### src/rtl/icache_pkg.sv
package icache_pkg;

	// cache geometry
	localparam int NUM_SETS       = 64;
	localparam int NUM_WAYS       = 2;
	localparam int WORDS_PER_LINE = 4;
	localparam int LINE_BITS      = 256;
	localparam int TAG_BITS       = 53;
	localparam int INDEX_BITS     = 6;

	// 64-bit fetch address as seen by the cache
	typedef struct packed {
		logic [TAG_BITS-1:0]   tag;
		logic [INDEX_BITS-1:0] index;
		logic [1:0]            word;   // word within the 32-byte line
		logic [2:0]            offset; // byte within the word, ignored
	} fetch_addr_t;

	// controller states
	typedef enum logic [1:0] {
		IDLE,
		LOOKUP,
		REFILL,
		RESPOND
	} ctrl_state_t;

endpackage

### src/rtl/icache_ctrl.sv
module icache_ctrl
	import icache_pkg::*;
(
	input  logic        clk,
	input  logic        rst_n,
	input  logic        flush,
	input  logic        req_valid,
	input  fetch_addr_t req_addr,
	output logic        req_ready,
	output logic        resp_valid,
	output logic [63:0] resp_data,
	input  logic        hit,
	output logic        rd_en,
	output fetch_addr_t lookup_addr,
	output logic        refill_start,
	input  logic        refill_done,
	input  logic [63:0] rd_data
);

	ctrl_state_t state_q;
	ctrl_state_t state_d;
	fetch_addr_t addr_q; // accepted fetch address
	logic        up_q;   // low until the first edge out of reset
	logic        accept;

	// no new fetch while a flush is pending
	assign req_ready = up_q && (state_q == IDLE) && !flush;
	assign accept    = req_valid && req_ready;

	// arrays read at acceptance and again once the line is in
	assign rd_en        = accept || ((state_q == REFILL) && refill_done);
	assign lookup_addr  = (state_q == IDLE) ? req_addr : addr_q;
	assign refill_start = (state_q == LOOKUP) && !hit;

	always_comb begin
		state_d = state_q;
		case (state_q)
			IDLE: begin
				if (accept)
					state_d = LOOKUP;
			end
			LOOKUP:  state_d = hit ? RESPOND : REFILL;
			REFILL: begin
				if (refill_done)
					state_d = LOOKUP;
			end
			RESPOND: state_d = IDLE;
			default: state_d = IDLE;
		endcase
	end

	always_ff @(posedge clk) begin
		if (!rst_n) begin
			state_q    <= IDLE;
			up_q       <= 1'b0;
			resp_valid <= 1'b0;
		end else begin
			state_q    <= state_d;
			up_q       <= 1'b1;
			resp_valid <= (state_q == RESPOND); // single pulse
		end
	end

	always_ff @(posedge clk) begin
		if (accept)
			addr_q <= req_addr;
		if ((state_q == LOOKUP) && hit)
			resp_data <= rd_data;
	end

endmodule

### config.mk
export PLATFORM = sky130hd
export DESIGN_NAME = icache_ctrl
export DESIGN_NICKNAME = d
export VERILOG_FILES = /design/src/rtl/icache_pkg.sv /design/src/rtl/icache_ctrl.sv
export SDC_FILE = /design/constraint.sdc
export NUM_CORES = 1
export LEC_CHECK = 0
export ABC_AREA = 1
export BUFFER_PORTS_ARGS = -buffer_cell sky130_fd_sc_hd__buf_2
export CELL_PAD_IN_SITES_DETAIL_PLACEMENT = 0
export CELL_PAD_IN_SITES_GLOBAL_PLACEMENT = 2
export CORE_MARGIN = 4
export CORE_UTILIZATION = 25
export DETAILED_ROUTE_END_ITERATION = 8
export GPL_TIMING_DRIVEN = 0
export PLACE_DENSITY_LB_ADDON = 0.1
export SLEW_MARGIN = 20
export SYNTH_ARGS = -nofsm -noshare
export SYNTH_HDL_FRONTEND = slang
export SYNTH_SLANG_ARGS = --single-unit
### constraint.sdc
create_clock -name clk -period 11.7 [get_ports clk]
set_input_delay 2.34 -clock clk [delete_from_list [all_inputs] [get_ports clk]]
set_output_delay 2.34 -clock clk [all_outputs]
set_load 0.005 [all_outputs]
# Yosys cells after proc, flatten, opt, wreduce, memory -nomap -nowiden
# Index checks and enable logic that the tools add are counted.
dict set report word_totals {
  in_bits 134
  reg_bits 132
  elab_cells 30
}
dict set report classes {
  muxes 6
  reduce_logical 11
  eq_ne 5
}
# op count
set ops {}
lappend ops {{two-way mux 64 bit} 1}
lappend ops {{one-hot mux 2 bit (4 select lines)} 1}
lappend ops {{logical AND 1 bit} 6}
lappend ops {{equality test 2 bit (second input constant)} 2}
lappend ops {{two-way mux 2 bit} 2}
lappend ops {{!= test 2 bit (second input constant)} 2}
lappend ops {{equality test 2 x 1 -> 1 bit (second input constant)} 1}
lappend ops {{logical NOT 1 bit} 2}
lappend ops {{logical NOT 2 bit} 1}
lappend ops {{two-way mux 1 bit} 2}
lappend ops {{AND reduction 2 bit} 1}
lappend ops {{logical OR 1 bit} 1}

# Depth between registers and ports, before layout
dict set report logic_depth {
  ltp_word 6
  ltp_mapped 6
  ltp_nobuf 4
}

# Least setup slack after synthesis
# OpenSTA, ideal clock, no wires.
dict set report synth_path {
  path_kind {input to register}
  start {in flush}
  end {reg addr_q[0] in the netlist's numbering, enable pin}
  n_path_buf 0
  setup_slack_ns 5.982
  arrival_time_ns 5.232
  setup_time_ns 0.486
  path_stages 3
  path_cell_list {nor2_1 -> nand2_1 -> nor2_1}
}
dict set report synth_between {
  elab_chain_len 3
}
# item line_no
set synth_rtl {}
lappend synth_rtl {{from (decl)} icache_ctrl.sv:6} ;# input logic flush,
lappend synth_rtl {{logical NOT 1 bit} icache_ctrl.sv:27} ;# assign req_ready = up_q && (state_q == IDLE) && !flush;
lappend synth_rtl {{logical AND 1 bit} icache_ctrl.sv:27}
lappend synth_rtl {{logical AND 1 bit} icache_ctrl.sv:28} ;# assign accept = req_valid && req_ready;
lappend synth_rtl {{net accept} icache_ctrl.sv:24} ;# logic accept;
lappend synth_rtl {{to (signal assigned)} icache_ctrl.sv:66} ;# addr_q <= req_addr;
lappend synth_rtl {{to (decl)} icache_ctrl.sv:22} ;# fetch_addr_t addr_q;
# The timed path passes the listed nets, and every way through them passes these cells.
# A chain may end at the register's enable or synchronous reset.

# Final worst setup path
dict set report layout_path {
  start {in flush}
  end {out rd_en}
}
dict set report layout_between {
  elab_chain_len 4
}
# item line_no
set layout_rtl {}
lappend layout_rtl {{logical NOT 1 bit} icache_ctrl.sv:27}
lappend layout_rtl {{logical AND 1 bit} icache_ctrl.sv:27}
lappend layout_rtl {{logical AND 1 bit} icache_ctrl.sv:28}
lappend layout_rtl {{logical OR 1 bit} icache_ctrl.sv:31} ;# assign rd_en = accept || ((state_q == REFILL) && refill_done);
lappend layout_rtl {{to (decl)} icache_ctrl.sv:13} ;# output logic rd_en,
# No other way between the ends.

==> results.py <==
metrics = {
    "sta": {
        "setup_viol": 0,
        "drv_slew": 0,
        "tightestPinTransition_ps": 501,
        "hold_slack_ps": 567,
        "period_share": 0.454,
        "clock_skew_ps": 10.1,
        "rsz0062_at_grt": "no",
        "max_slew_margin": 0.665,
        "period_needed_ps": 5310,
        "fmax_ghz": 0.188,
        "hold_violations": 0,
        "tns_ps": 0,
    },
    "place": {
        "gp_congestion": 0.741,
        "io_buffers": 265,
        "place_hpwl_um": 11000,
    },
    "yosys": {
        "syn_nets": 496,
        "synth_cell_types": 15,
        "ys_ff_latch": 132,
        "synth_most_common_cell": "nand2_1",
        "synth_area_sq_mm": 0.00487,
        "synth-main-ff-cell": "edfxtp_1",
        "async_flop_share": 0,
        "yosysSeqAreaShare": 0.806,
        "synth_edf_count": 128,
        "yosys.area.top_type_share": 0.790,
        "yosys-top-cells-count": "194 x nand2_1, 128 x edfxtp_1, 7 x buf_2, 7 x buf_6, 7 x inv_1",
        "synth_top_area_cell": "edfxtp_1",
        "synthCells": 362,
        "avgSynthCellArea_sq_um": 13.4,
        "synth.area.top_cells": "edfxtp_1 79%, nand2_1 15%, dfxtp_1 1.6%, buf_6 1.6%, buf_2 0.72%",
        "yosys_warnings": 0,
    },
    "pwr": {
        "power_density_mw_per_mm2": 169,
        "total_power_mw": 1.22,
        "ir_drop_v": 0.0000995,
        "p_leak_nw": 3.25,
    },
    "clock_network": {
        "clock-sinks": 132,
        "clockBufferDepth": 2,
        "cts_setup_buffers": 0,
        "htreeDepth": 4,
        "cts_resized": 0,
        "postCtsHoldBufs": 0,
        "cts_tree": "done",
        "clk_pin_slew_worst_paths_ps": 60,
        "cts-root-buf": "clkbuf_16",
        "cts-buffers-inserted": 17,
        "clock_latency_ps": 410,
    },
    "outcome": {
        "status": "finished clean",
    },
    "die": {
        "die_x_um": 148,
        "num_io_pins": 266,
        "die_height_um": 148,
        "die_area_sq_mm": 0.0218,
        "initial_utilization": 0.257,
        "core_area_sq_mm": 0.0190,
        "rows": 50,
    },
    "routing": {
        "dr_wl_met2_um": 6870,
        "wl_met3_um": 1890,
        "highest_layer": "met5",
        "finalWirelength_um": 14300,
        "wl_met1_um": 5200,
        "drt-pass1-iter-count": 4,
        "avgRoutedWirePerCell_um": 15.5,
        "final_antenna_net_count": 0,
        "avgViaCountPerCell": 3.96,
        "drc": 0,
        "dr_total_vias": 3657,
        "drt_iter0_drc": 71,
    },
    "finish": {
        "area_delta_synth_final_pct": 48.0,
        "diodes": 0,
        "nNetsFinal": 785,
        "drive_gt1_frac": 0.481,
    },
    "global_route": {
        "grt_pass1_vias": 3872,
        "grt_start_max_net_pins": 30,
        "grt_pass1_wl_um": 21700,
        "overflow": 0,
        "antenna_found_initial": 3,
        "gr-usage-all-layers": 0.131,
    },
    "job": {
        "cap_violations": 0,
    },
    "critical_path": {
        "critical_path.max_fanout": 3,
        "cp.required_ps": 9360,
        "endpoint_kind": "output port",
        "cp-start-kind": "input port",
        "path_class": "input port to output port",
        "crit_arrival_ps": 2970,
    },
    "worst_hold_path": {
        "min_path_type": "register to register",
    },
}
-- worst paths after layout --
| check | from | to | slack (ps) | cells past startpoint |
|---|---|---|---|---|
| worst max-delay path | flush | rd_en | 6390 | 5 |
| worst min-delay path | state_q[0] | resp_valid | 570 | 2 |
| worst max register to register | state_q[1] | addr_q[27] | 9570 | 7 |
| worst min register to register | state_q[0] | resp_valid | 570 | 2 |
-- cell families (layout without fill, tap and decap cells) --
| kind of cell | after synthesis | count (layout) | share of synthesized area |
|---|---|---|---|
| AOI/OAI and AO/OA | 4 | 4 | 0.00411 |
| buffers and inverters | 22 | 323 | 0.0296 |
| DFF | 132 | 132 | 0.806 |
| and+or+nand+nor | 204 | 204 | 0.160 |
-- flip-flops by register name, summed over array words and instances (netlist names) --
signal,count
resp_data,64
state_q,2
resp_valid,1
addr_q,64
up_q,1
-- layer usage --
layer / up-vias / track usage
li1: 1799 / -
met1: 1638 / 0.135
met2: 188 / 0.215
met3: 26 / 0.0782
met4: 6 / 0.0601
met5: - / 0
-- layout by cell type, fill, tap and decap left out, types with 3 or more instances in the layout --
| cell type | netlist | layout |
|---|---|---|
| dfxtp_1 | 4 | 4 |
| clkinv_2 | 0 | 3 |
| inv_6 | 0 | 3 |
| clkbuf_16 | 0 | 17 |
| edfxtp_1 | 128 | 128 |
| buf_2 | 7 | 272 |
| inv_1 | 7 | 7 |
| buf_12 | 0 | 3 |
| nand2_1 | 194 | 194 |
| buf_6 | 7 | 7 |
| nor2_1 | 5 | 3 |
| nor2_4 | 1 | 3 |
| clkinvlp_4 | 0 | 4 |
-- metrics by stage --
stage,utilization,std cells,area [sq um],worst slack (ps)
global placement,0.344,887,6520,4230
floorplan,-,362,4870,5980
detailed placement,0.351,892,6650,6360
finish,0.380,923,7210,6390
CTS,0.380,923,7210,6360
global route,0.380,923,7210,6280
-- final cells by class --
type / instances / area (sq um)
Buffer: 14 / 114
Clock inverter: 14 / 130
Fill cell: 1905 / 11800
Multi-Input combinational cell: 208 / 816
Tap cell: 260 / 325
Timing Repair Buffer: 270 / 1440
Clock buffer: 17 / 425
Inverter: 8 / 30.0
Sequential cell: 132 / 3920
-- critical path, cell delays in order --
cell and delay (ps):
buf_2 100, nor2_1 130, nand2_1 130, o21ai_1 130, buf_2 140
-- where the power goes --
group / internal (mW) / total, mW / switching (mW)
Sequential: 0.540 / 0.544 / 0.00451
Clock: 0.294 / 0.504 / 0.211
Combinational: 0.0770 / 0.172 / 0.0947
Power figures use the tool's default switching activity.
