### src/rtl/icache_pkg.sv
package icache_pkg;

	// cache geometry
	localparam int NUM_SETS       = 64;
	localparam int NUM_WAYS       = 2;
	localparam int WORDS_PER_LINE = 4;
	localparam int LINE_BITS      = 256;
	localparam int TAG_BITS       = 53;
	localparam int INDEX_BITS     = 6;

	// 64-bit fetch address as seen by the cache
	typedef struct packed {
		logic [TAG_BITS-1:0]   tag;
		logic [INDEX_BITS-1:0] index;
		logic [1:0]            word;   // word within the 32-byte line
		logic [2:0]            offset; // byte within the word, ignored
	} fetch_addr_t;

	// controller states
	typedef enum logic [1:0] {
		IDLE,
		LOOKUP,
		REFILL,
		RESPOND
	} ctrl_state_t;

endpackage

### src/rtl/mem_bus_pkg.sv
package mem_bus_pkg;

	// depth of the memory request queue, one credit per slot
	localparam int REQ_CREDITS = 2;
	localparam int CREDIT_BITS = $clog2(REQ_CREDITS + 1);

	// line refill request
	typedef struct packed {
		logic [58:0] line_addr; // fetch address without the 5 offset bits
	} mem_req_t;

	// one refill beat, always in order
	typedef struct packed {
		logic [63:0] data;
		logic        last;
	} mem_beat_t;

endpackage

### src/rtl/icache_refill.sv
module icache_refill
	import icache_pkg::*;
	import mem_bus_pkg::*;
(
	input  logic                  clk,
	input  logic                  rst_n,
	input  logic                  start,
	input  fetch_addr_t           line_addr,
	input  logic                  way,
	output logic                  mem_req_valid,
	output mem_req_t              mem_req,
	input  logic                  mem_credit,
	input  logic                  mem_beat_valid,
	input  mem_beat_t             mem_beat,
	output logic                  wr_en,
	output logic                  wr_way,
	output logic [INDEX_BITS-1:0] wr_index,
	output logic [1:0]            wr_word,
	output logic [63:0]           wr_data,
	output logic                  fill_en,
	output logic                  fill_way,
	output logic [INDEX_BITS-1:0] fill_index,
	output logic [TAG_BITS-1:0]   fill_tag,
	output logic                  done
);

	logic [CREDIT_BITS-1:0]            credits;
	logic                              pending; // request not yet sent
	logic                              busy;    // line in flight
	logic [$clog2(WORDS_PER_LINE)-1:0] beat_cnt;
	fetch_addr_t                       line_q;
	logic                              way_q;

	// request leaves as soon as a credit is held
	assign mem_req_valid     = pending && (credits != '0);
	assign mem_req.line_addr = {line_q.tag, line_q.index};

	always_ff @(posedge clk) begin
		if (!rst_n) begin
			credits <= CREDIT_BITS'(REQ_CREDITS);
		end else begin
			case ({mem_credit, mem_req_valid})
				2'b10:   credits <= credits + 1'b1;
				2'b01:   credits <= credits - 1'b1;
				default: credits <= credits; // none or both
			endcase
		end
	end

	always_ff @(posedge clk) begin
		if (!rst_n) begin
			pending  <= 1'b0;
			busy     <= 1'b0;
			beat_cnt <= '0;
			done     <= 1'b0;
		end else begin
			done <= fill_en;
			if (start) begin
				pending  <= 1'b1;
				busy     <= 1'b1;
				beat_cnt <= '0;
			end else begin
				if (mem_req_valid)
					pending <= 1'b0;
				if (wr_en)
					beat_cnt <= beat_cnt + 1'b1;
				if (fill_en)
					busy <= 1'b0;
			end
		end
	end

	always_ff @(posedge clk) begin
		if (start) begin
			line_q <= line_addr;
			way_q  <= way;
		end
	end

	// beats go straight into the data array
	assign wr_en    = busy && mem_beat_valid;
	assign wr_way   = way_q;
	assign wr_index = line_q.index;
	assign wr_word  = beat_cnt;
	assign wr_data  = mem_beat.data;

	assign fill_en    = wr_en && mem_beat.last; // tag and valid with the last word
	assign fill_way   = way_q;
	assign fill_index = line_q.index;
	assign fill_tag   = line_q.tag;

endmodule

### config.mk
export PLATFORM = sky130hd
export DESIGN_NAME = icache_refill
export DESIGN_NICKNAME = d
export VERILOG_FILES = /design/src/rtl/icache_pkg.sv /design/src/rtl/mem_bus_pkg.sv /design/src/rtl/icache_refill.sv
export SDC_FILE = /design/constraint.sdc
export NUM_CORES = 1
export LEC_CHECK = 0
export BUFFER_PORTS_ARGS = -buffer_cell sky130_fd_sc_hd__buf_2
export CORE_AREA = 2 2 128 130
export CTS_BUF_LIST = sky130_fd_sc_hd__clkbuf_4
export DETAILED_ROUTE_END_ITERATION = 8
export DIE_AREA = 0 0 130 132
export SLEW_MARGIN = 30
export SYNTH_ARGS = -nofsm -noshare
export SYNTH_HDL_FRONTEND = slang
export SYNTH_SLANG_ARGS = --single-unit
### constraint.sdc
create_clock -name clk -period 2.2 [get_ports clk]
set_clock_uncertainty 0.2 [all_clocks]
set_input_delay 0.44 -clock clk [delete_from_list [all_inputs] [get_ports clk]]
set_output_delay 0.44 -clock clk [all_outputs]
set_load 0.01 [all_outputs]
**After elaboration in Yosys (flattened, before gate mapping)**

Index checks and enable logic that the tools add are counted.

- Bits of input ports: 135
- Word-level logic and storage cells: 27
- Output and inout port bits: 196
- Flip-flop bits (word level): 67

- Bitwise gates (word level): 1
- Equality and inequality tests: 2
- Add/sub/neg operators: 3
- Mux-type cells: 5
- Reductions and logical operators: 8

Operator list:

| operator | number |
|---|---|
| 2-bit nonzero test | 4 |
| 2-bit by 1-bit adder with 2-bit output, second input constant | 2 |
| 1-bit two-way mux | 4 |
| 2-bit case mux with 2 select lines | 1 |
| 1-bit logical AND | 3 |
| 2-bit by 1-bit == test with 1-bit output, second input constant | 1 |
| 2-bit == test, second input constant | 1 |
| 2-bit OR reduction | 1 |
| 2-bit by 1-bit subtractor with 2-bit output, second input constant | 1 |
| 1-bit inverter | 1 |

**Depth between registers and ports, before layout**

Gate-level depths: netlist (run 1).

- Depth after elaboration: 4
- Mapped depth: 6

**Worst setup path after synthesis (run 1)**

No wires, ideal clock.

- Path kind: register to register
- From: register credits[0]
- To: register credits[1]
- Required time: 1.938 ns
- Path buffers: 0
- Path slack: 0.547 ns
- Period minus slack after synthesis: 1.653 ns
- Data arrival time: 1.392 ns
- Cell stages (with the launch flop): 6
- Cells stage by stage: dfxtp_1 > nor2_1 > nor2b_1 > ha_1 > or3_1 > nand3_1

- Cells in the longest elaborated chain, start to end: 4

Ends and longest elaborated chain:

| item | RTL line | text |
|---|---|---|
| start: declaration | icache_refill.sv:27 | `logic [CREDIT_BITS-1:0] credits;` |
| start signal: assignment | icache_refill.sv:40 | `credits <= CREDIT_BITS'(REQ_CREDITS);` |
| start signal: assignment | icache_refill.sv:43 | `2'b10: credits <= credits + 1'b1;` |
| start signal: assignment | icache_refill.sv:44 | `2'b01: credits <= credits - 1'b1;` |
| 2-bit nonzero test (*) | icache_refill.sv:35 | `assign mem_req_valid = pending && (credits != '0);` |
| 1-bit logical AND (*) | icache_refill.sv:35 |  |
| via mem_req_valid | icache_refill.sv:10 | `output logic mem_req_valid,` |
| 2-bit by 1-bit == test with 1-bit output / 2-bit == test (equally long branches) | icache_refill.sv:42 | `case ({mem_credit, mem_req_valid})` |
| 2-bit case mux with 2 select lines / 2-bit nonzero test (equally long branches) | - |  |

Mark *: on every way through the listed nets, which the timed path passes. The rest lies on a longest branch.
A chain may end at the register's enable or synchronous reset.

**Final worst setup path (run 1)**

- From: register credits[0]
- To: output port mem_req_valid

- Cells in the longest elaborated chain, start to end: 2

Ends and longest elaborated chain:

| item | RTL line |
|---|---|
| 2-bit nonzero test | icache_refill.sv:35 |
| 1-bit logical AND | icache_refill.sv:35 |
| end: declaration | icache_refill.sv:10 |

No other way between the ends.

==> impl_metrics.csv, run 1 <==
group,metric,value,unit
status,outcome,"finished clean",
place,place_congestion,0.6621,
sta,tightest_slew,0.5237,ns
power,p_total,0.002888,W
worst_setup_path,worstSetupStartpointType,"flop",
sta,max_slew_margin,65.09,%
synth,yosys_warnings,0,
clock_network,cts_made_buffers,9,
worst_setup_path,cp.arrival,1.21,ns
finish,fin_nets,497,
sta,slew_violations,0,
worst_setup_path,crit_start,"credits[0]",
clock_network,cts.htree.levels,3,
synth,synth_top_family_by_area,"buffers and inverters",
min_path,hp-class,"in -> reg",
synth,synth-seq-cells,67,
grt,grt_use_total,10.26,%
routing,first_pass_iters,4,
synth,seq_area_frac_synth,63.35,%
sta,finalSetupViolations,0,
synth,synthAdderAreaFrac,0.4082,%
floorplan,core,15710,µm²
synth,synth_xor_area_share,1.143,%
place,portBuffers,197,
sta,rsz0062_at_grt,"no",
synth,postSynthCellCount,221,
grt,grt-ovfl-total,0,
worst_setup_path,critical_path.max_fanout,3,
clock_network,path_clk_slew,0.12,ns
worst_setup_path,cp.required,1.56,ns
grt,grt_pass1_wl,12550,µm
synth,syn_avg_cell_area,13.87,µm²
floorplan,die-area,17160,µm²
place,hpwl,6712,µm
min_path,hold_start,"rst_n",
floorplan,die_h,132,µm
floorplan,die_x,130,µm
sta,hold_violations,0,
synth,synthMuxAreaShare,0,%
routing,num_vias,1985,
sta,finalCritPeriodShare,83.91,%
finish,drive_above_1_share,58.74,%
run,max-cap-violations,0,
grt,antenna_found_initial,1,
sta,fin_tns_setup,0,ns
sta,period_minus_slack,1.846,ns
power,p_leak,1.821,nW
sta,max_freq,541.7,MHz
routing,vias_per_cell,3.405,
power,peakVddDrop,0.3282,mV
routing,drt-total-wl,8900,µm
finish,syn2layout_area_growth,34.00,%
clock_network,ctsResizeCount,0,
floorplan,io_pins,331,
routing,post-route-drc-count,0,
finish,finalInstanceArea,4108,µm²
grt,grt_pass1_vias,2159,
routing,ant_nets,0,
finish,fin_util,26.14,%
worst_setup_path,crit_type,"reg -> out",
routing,dr.first_iter.drc_count,50,
clock_network,cts_root_buf,"clkbuf_4",
power,power_density,703.2,nW/µm²
grt,grt_max_degree,43,
clock_network,clock-sinks,67,
synth,yosys.area_share.simple,2.653,%
synth,synth.distinct_cells,17,
floorplan,rows,46,
synth,synth_compound_area_share,0.4898,%
clock_network,clk_path_buf_depth,2,
worst_setup_path,r2r_start,"credits[0]",
floorplan,initial_utilization,19.51,%
clock_network,cts_tree,"done",
place,post_dp_cell_area,3361,µm²
synth,syn_area,3065,µm²
worst_setup_path,worst_setup_path_end_kind,"primary output",
routing,wl_per_cell,15.27,µm
clock_network,clk-insertion-delay-late,0.42,ns
synth,syn-num-nets,357,
## final timing paths
kind	endpoint	slack (ns)	cells past startpoint
worst max-delay path	mem_req_valid	0.35	3
worst min-delay path	credits[1]	0.06	2
worst max register to register	credits[1]	0.58	5
worst min register to register	credits[1]	0.33	2
## cell type report
cell class	instances	area, µm²
Antenna cell	1	2.502
Multi-Input combinational cell	23	143.9
Fill cell	1635	11600
Tap cell	216	270.3
Sequential cell	67	1942
Clock buffer	9	67.56
Inverter	1	3.754
Clock inverter	7	76.32
Timing Repair Buffer	259	1602
## power by group
| part | total, W | internal [W] | switching (W) |
|---|---|---|---|
| Combinational | 0.000487 | 0.000249 | 0.000238 |
| Sequential | 0.00155 | 0.00150 | 0.0000573 |
| Clock | 0.000848 | 0.000353 | 0.000495 |
## cells in the final DEF, fill, tap and decap left out, drive strengths merged, types with 2 or more instances in the layout
cell type / n
clkinv: 2
clkbuf: 9
xnor2: 3
inv: 3
nand3: 2
dfxtp: 7
edfxtp: 60
a21oi: 2
nor2: 3
dlygate4sd3: 60
nor2b: 3
and2: 3
clkinvlp: 2
buf: 199
## per-layer routing
| layer | track usage [%] | share of wire (%) |
|---|---|---|
| met1 | 8.714 | 29 |
| met2 | 19.17 | 56 |
| met3 | 4.343 | 11 |
| met4 | 6.392 | 3.6 |
| met5 | 0 | 0 |
## logic make-up (layout without fill, tap and decap cells)
kind of cell,after synthesis,count (layout)
flip-flops,67,67
AND/OR/NAND/NOR,15,15
other,0,1
XOR/XNOR,4,4
buffers and inverters,131,276
adder cells (fa/ha/maj),1,1
AO/OA/AOI/OAI,3,3
## flip-flops by register name, summed over array words and instances, names as in the netlist
name        cells
fill_way        1
fill_tag       53
credits         2
busy            1
wr_word         2
fill_index      6
pending         1
done            1
## through the flow
step                      hold slack, ns  setup WS, ns  std cells
after global placement            0.2854        0.6396        506
after CTS                       0.002602        0.2838        582
after floorplan                   0.2645        0.5468        221
after global routing             0.01660        0.1937        583
final                            0.05716        0.3541        583
after detailed placement          0.3108        0.5799        506
## what timing repair did
action / CTS / global route
endpoints found under the hold margin: 60 / 0
setup buffers: 0 / 0
hold buffers: 60 / 0
## worst max-delay path, stage by stage (launching register included)
cell     delay [ns]
dfxtp_1        0.40
nor2_1         0.08
nor2b_1        0.15
buf_2          0.16
## Yosys cell counts
| cell | count | share of area, % |
|---|---|---|
| nand2b_1 | 1 | 0.20 |
| and3_1 | 1 | 0.20 |
| xor2_1 | 1 | 0.29 |
| nor2b_1 | 3 | 0.61 |
| and2_1 | 3 | 0.61 |
| nor2_1 | 3 | 0.37 |
| xnor2_1 | 3 | 0.86 |
| or3_1 | 1 | 0.20 |
| nand3_1 | 2 | 0.33 |
| a21oi_1 | 2 | 0.33 |
| buf_4 | 130 | 32 |
| ha_1 | 1 | 0.41 |
| nand2_1 | 1 | 0.12 |
| inv_1 | 1 | 0.12 |
| o21ai_0 | 1 | 0.16 |
| edfxtp_1 | 60 | 59 |
| dfxtp_1 | 7 | 4.6 |
Power figures use the tool's default switching activity.
==> run 2: changes to the inputs <==
clock period = 1.7 ns   (was 2.2 ns; I/O delays follow)
==> impl_metrics.csv, run 2 (synthesized netlist as in run 1, its figures left out) <==
group,metric,value,unit
status,outcome,"finished clean",
floorplan,die_h,132,µm
worst_setup_path,critical_path.max_fanout,3,
grt,met3_usage,3.612,%
grt,grt_busiest_layer,"met2",
worst_setup_path,crit_type,"reg -> reg",
grt,grt_pass1_wl,12520,µm
min_path,hp-class,"in -> reg",
finish,fillers,1636,
place,portBuffers,197,
clock_network,clk-insertion-delay-late,0.40,ns
grt,grt_pass1_vias,2135,
finish,drive_above_1_share,60.81,%
finish,syn2layout_area_growth,35.67,%
floorplan,rows,46,
floorplan,core,15710,µm²
finish,seq_area,1948,µm²
finish,largest_register_ffs,53,
worst_setup_path,path_cells,"nor2_4 -> nor2b_2 -> buf_4 -> ha_4 -> or3_1 -> nand3_1",
clock_network,path_clk_slew,0.11,ns
worst_setup_path,slowest_delay,0.38,ns
worst_setup_path,slowest_stage,"dfxtp_4",
sta,max_slew_margin,81.53,%
routing,ant_nets,0,
power,p_leak,1.829,nW
floorplan,die-area,17160,µm²
finish,fin_nets,501,
grt,antenna_found_initial,1,
clock_network,cts.htree.levels,3,
power,power_density,858.0,nW/µm²
place,pre_cts_slack,-0.001277,ns
routing,drt-total-wl,8782,µm
routing,first_pass_iters,4,
routing,wl_per_cell,14.96,µm
worst_setup_path,r2r_start,"credits[0]",
routing,num_vias,1988,
worst_setup_path,worst_setup_path_end_kind,"flop",
sta,slew_violations,0,
finish,multi_input_area,173.9,µm²
routing,dr.first_iter.drc_count,75,
sta,hold_violations,0,
grt,grt_use_total,9.986,%
sta,tightest_slew,0.2771,ns
grt,gr-usage-met1,9.082,%
worst_setup_path,worstSetupStartpointType,"flop",
sta,finalSetupViolations,0,
worst_setup_path,cp.required,1.84,ns
floorplan,die_x,130,µm
sta,period_minus_slack,1.664,ns
routing,post-route-drc-count,0,
power,peakVddDrop,0.3746,mV
finish,layout_commonest_cell,"buf_2",
clock_network,clock-sinks,67,
worst_setup_path,crit_start,"credits[0]",
sta,whs,0.08436,ns
sta,finalCritPeriodShare,97.87,%
place,hpwl,6884,µm
floorplan,io_pins,331,
grt,grt_max_degree,43,
place,post_dp_cell_area,3373,µm²
min_path,hold_start,"mem_beat[0]",
sta,setup_ws,0.03615,ns
place,place_congestion,0.6676,
run,max-cap-violations,0,
grt,grt_use_met2,18.50,%
clock_network,cts_root_buf,"clkbuf_4",
sta,fin_tns_setup,0,ns
clock_network,cts_made_buffers,9,
grt,grt-ovfl-total,0,
sta,rsz0062_at_grt,"yes",
clock_network,clk_path_buf_depth,2,
sta,max_freq,601.0,MHz
worst_setup_path,cp.arrival,1.80,ns
routing,vias_per_cell,3.387,
finish,finalInstanceArea,4159,µm²
floorplan,initial_utilization,19.51,%
finish,final_cell_mix,"buf_2 (197), dlygate4sd3_1 (61), edfxtp_1 (60), clkbuf_4 (11)",
worst_setup_path,rrSetupSlack,0.04,ns
clock_network,cts_tree,"done",
## run 2: path summary, 6_finish.rpt
kind | cells past startpoint | endpoint
worst max-delay path | 6 | credits[1]
worst max register to register | 6 | credits[1]
worst min register to register | 2 | pending
worst min-delay path | 4 | busy
## run 2: timing repair
item | in CTS | in global routing
setup buffers | 1 | 2
endpoints found under the setup margin | 3 | 3
resized for setup | 8 | 2
hold buffers | 61 | 0
pin swaps | 1 | 1
hold endpoints to repair | 62 | 0
## run 2: area by class of cell
class                   instances  area share (%)
diodes                          1         0.06017
well taps                     216           6.498
clock buffers                  11           1.986
multi-input cells              23           4.182
flip-flops and latches         67           46.84
repair buffers                263           39.59
inverters                       1         0.09025
clock inverters                 5          0.7521
## run 2: metal layers
| layer | vias to the layer above | part of all wire [%] |
|---|---|---|
| met1 | 917 | 30 |
| met2 | 152 | 56 |
| met3 | 26 | 10 |
| met5 | - | 0 |
| met4 | 0 | 3.4 |
| li1 | 893 | - |
## run 2: per-stage QoR
stage / instances / utilization, % / total power [W]
after floorplan: 221 / - / 0.002528
after global placement: 506 / 21.47 / 0.002566
after detailed placement: 506 / 21.47 / 0.002584
after CTS: 584 / 26.31 / 0.003646
after global routing: 587 / 26.47 / 0.003790
final: 587 / 26.47 / 0.003569
## run 2: power by group
part           internal, W  leakage (nW)  total [W]  switching, W
registers          0.00194         0.645    0.00202     0.0000757
clock network     0.000326        0.0565   0.000888      0.000562
logic             0.000346          1.13   0.000665      0.000320
## run 2: critical path: cells and delay by family, from the launching register on
family        cells  cell delay, ns
flops             1            0.38
buf+inv           1            0.14
simple gates      4            0.65
fa+ha+maj         1            0.24
==> run 3: changes to the inputs <==
CORE_AREA = 4 4 126 128   (was 2 2 128 130)
==> impl_metrics.csv, run 3 (synthesized netlist as in run 1, its figures left out) <==
group,metric,value,unit
finish,layout_commonest_cell,"buf_2",
run,max-cap-violations,0,
clock_network,cts_tree,"done",
grt,grt_use_met2,14.07,%
finish,drive_above_1_share,60.60,%
floorplan,initial_utilization,20.62,%
finish,syn2layout_area_growth,36.41,%
sta,slew_violations,0,
clock_network,path_clk_slew,0.12,ns
routing,wl_per_cell,14.06,µm
routing,post-route-drc-count,0,
grt,grt_use_total,8.583,%
floorplan,die_h,132,µm
finish,fin_nets,499,
worst_setup_path,worstSetupStartpointType,"flop",
floorplan,die_x,130,µm
status,outcome,"finished clean",
grt,grt_pass1_wl,11050,µm
place,place_congestion,0.6705,
grt,grt_max_degree,64,
sta,period_minus_slack,1.648,ns
routing,num_vias,1990,
grt,met3_usage,3.363,%
place,pre_cts_slack,0.09372,ns
clock_network,cts.htree.levels,3,
grt,grt-ovfl-total,0,
floorplan,rows,45,
clock_network,cts_made_buffers,9,
clock_network,cts_root_buf,"clkbuf_4",
clock_network,clk-insertion-delay-late,0.42,ns
finish,fin_util,28.13,%
grt,antenna_found_initial,2,
routing,ant_nets,0,
clock_network,clk_path_buf_depth,2,
power,peakVddDrop,0.3827,mV
worst_setup_path,worst_setup_path_end_kind,"primary output",
worst_setup_path,rr_endpoint,"credits[1]",
worst_setup_path,crit_start,"credits[0]",
sta,rsz0062_at_grt,"yes",
floorplan,die-area,17160,µm²
worst_setup_path,crit_type,"reg -> out",
sta,finalSetupViolations,0,
sta,max_freq,606.7,MHz
place,hpwl,5519,µm
sta,finalCritPeriodShare,96.95,%
min_path,min_to,"busy",
worst_setup_path,critical_path.max_fanout,2,
worst_setup_path,cp.required,1.16,ns
routing,first_pass_iters,3,
routing,vias_per_cell,3.573,
routing,drt-total-wl,7832,µm
place,portBuffers,197,
worst_setup_path,r2r_start,"credits[0]",
min_path,hold_start,"mem_beat[0]",
grt,grt_pass1_vias,2134,
power,power_density,971.6,nW/µm²
worst_setup_path,cp.arrival,1.11,ns
sta,max_slew_margin,76.99,%
routing,dr.first_iter.drc_count,67,
place,place_inst,477,
finish,final_cell_mix,"buf_2 (196), dlygate4sd3_1 (61), edfxtp_1 (60), clkbuf_4 (10), dfxtp_1 (4)",
worst_setup_path,ff2ff_path_depth,6,
grt,gr-usage-met1,8.563,%
min_path,hp-class,"in -> reg",
sta,tightest_slew,0.3451,ns
finish,fin_cells,557,
sta,setup_ws,0.05180,ns
clock_network,clock-sinks,67,
worst_setup_path,rrSetupSlack,0.10,ns
floorplan,core,14860,µm²
sta,hold_violations,0,
finish,largest_register_ffs,53,
grt,grt_busiest_layer,"met2",
floorplan,io_pins,331,
min_path,holdPathStages,4,
power,p_leak,1.859,nW
==> run 3: cell count changes in the layout (fill, tap and decap cells not counted), moves of 2 or more <==
cell,delta
buf_4,-2
clkinvlp_4,-2
clkinv_4,+2
bufinv_16,+3
==> run 3: worst max path at each step <==
stage                    endpoint  cells after the start
global route        mem_req_valid                      3
finish              mem_req_valid                      3
detailed placement     credits[1]                      5
CTS                 mem_req_valid                      3
global placement       credits[1]                      5
floorplan              credits[1]                      5
==> run 3: critical path: stages (launching register included) <==
cell and delay, ns:
dfxtp_2 0.36, nor2_2 0.05, nor2b_1 0.13, buf_2 0.15
==> run 3: power by group <==
part | total, W | leakage (nW) | internal (W) | switching (W)
Combinational | 0.000655 | 1.12 | 0.000340 | 0.000314
Clock | 0.00140 | 0.0968 | 0.000766 | 0.000636
Sequential | 0.00201 | 0.645 | 0.00194 | 0.0000678
Total | 0.00406 | 1.86 | 0.00304 | 0.00102
==> run 3: area by class of cell <==
| cell class | instances | area [µm²] |
|---|---|---|
| fillers | 1512 | 10680 |
| flip-flops and latches | 67 | 1946 |
| repair buffers | 261 | 1638 |
| well taps | 188 | 235.2 |
| multi-input cells | 23 | 166.4 |
| clock inverters | 6 | 115.1 |
| clock buffers | 10 | 75.07 |
| inverters | 1 | 3.754 |
| diodes | 1 | 2.502 |
==> run 3: per-layer routing <==
metal | routed length, µm | up-vias
met2 | 3866 | 150
li1 | - | 893
met1 | 2721 | 911
met3 | 874 | 34
met4 | 354 | 2
met5 | 15 | -
==> run 3: what timing repair did <==
item | 4_1_cts | 5_1_grt
gates resized for setup | 4 | 4
gates cloned | 0 | 0
endpoints found under the setup margin | 3 | 3
setup buffers | 2 | 0
hold buffers | 61 | 0
hold endpoints to repair | 67 | 0
==> run 3: per-stage QoR <==
step	cell area (µm²)	total power, W	hold WS (ns)	setup TNS [ns]
after floorplan	3065	0.002528	0.2118	0
final	4182	0.004063	0.06919	0
after global routing	4182	0.004286	0.04436	-0.05525
after detailed placement	3331	0.002573	0.3082	0
after global placement	3331	0.002563	0.2859	0
after CTS	4153	0.004153	0.008711	-0.01309
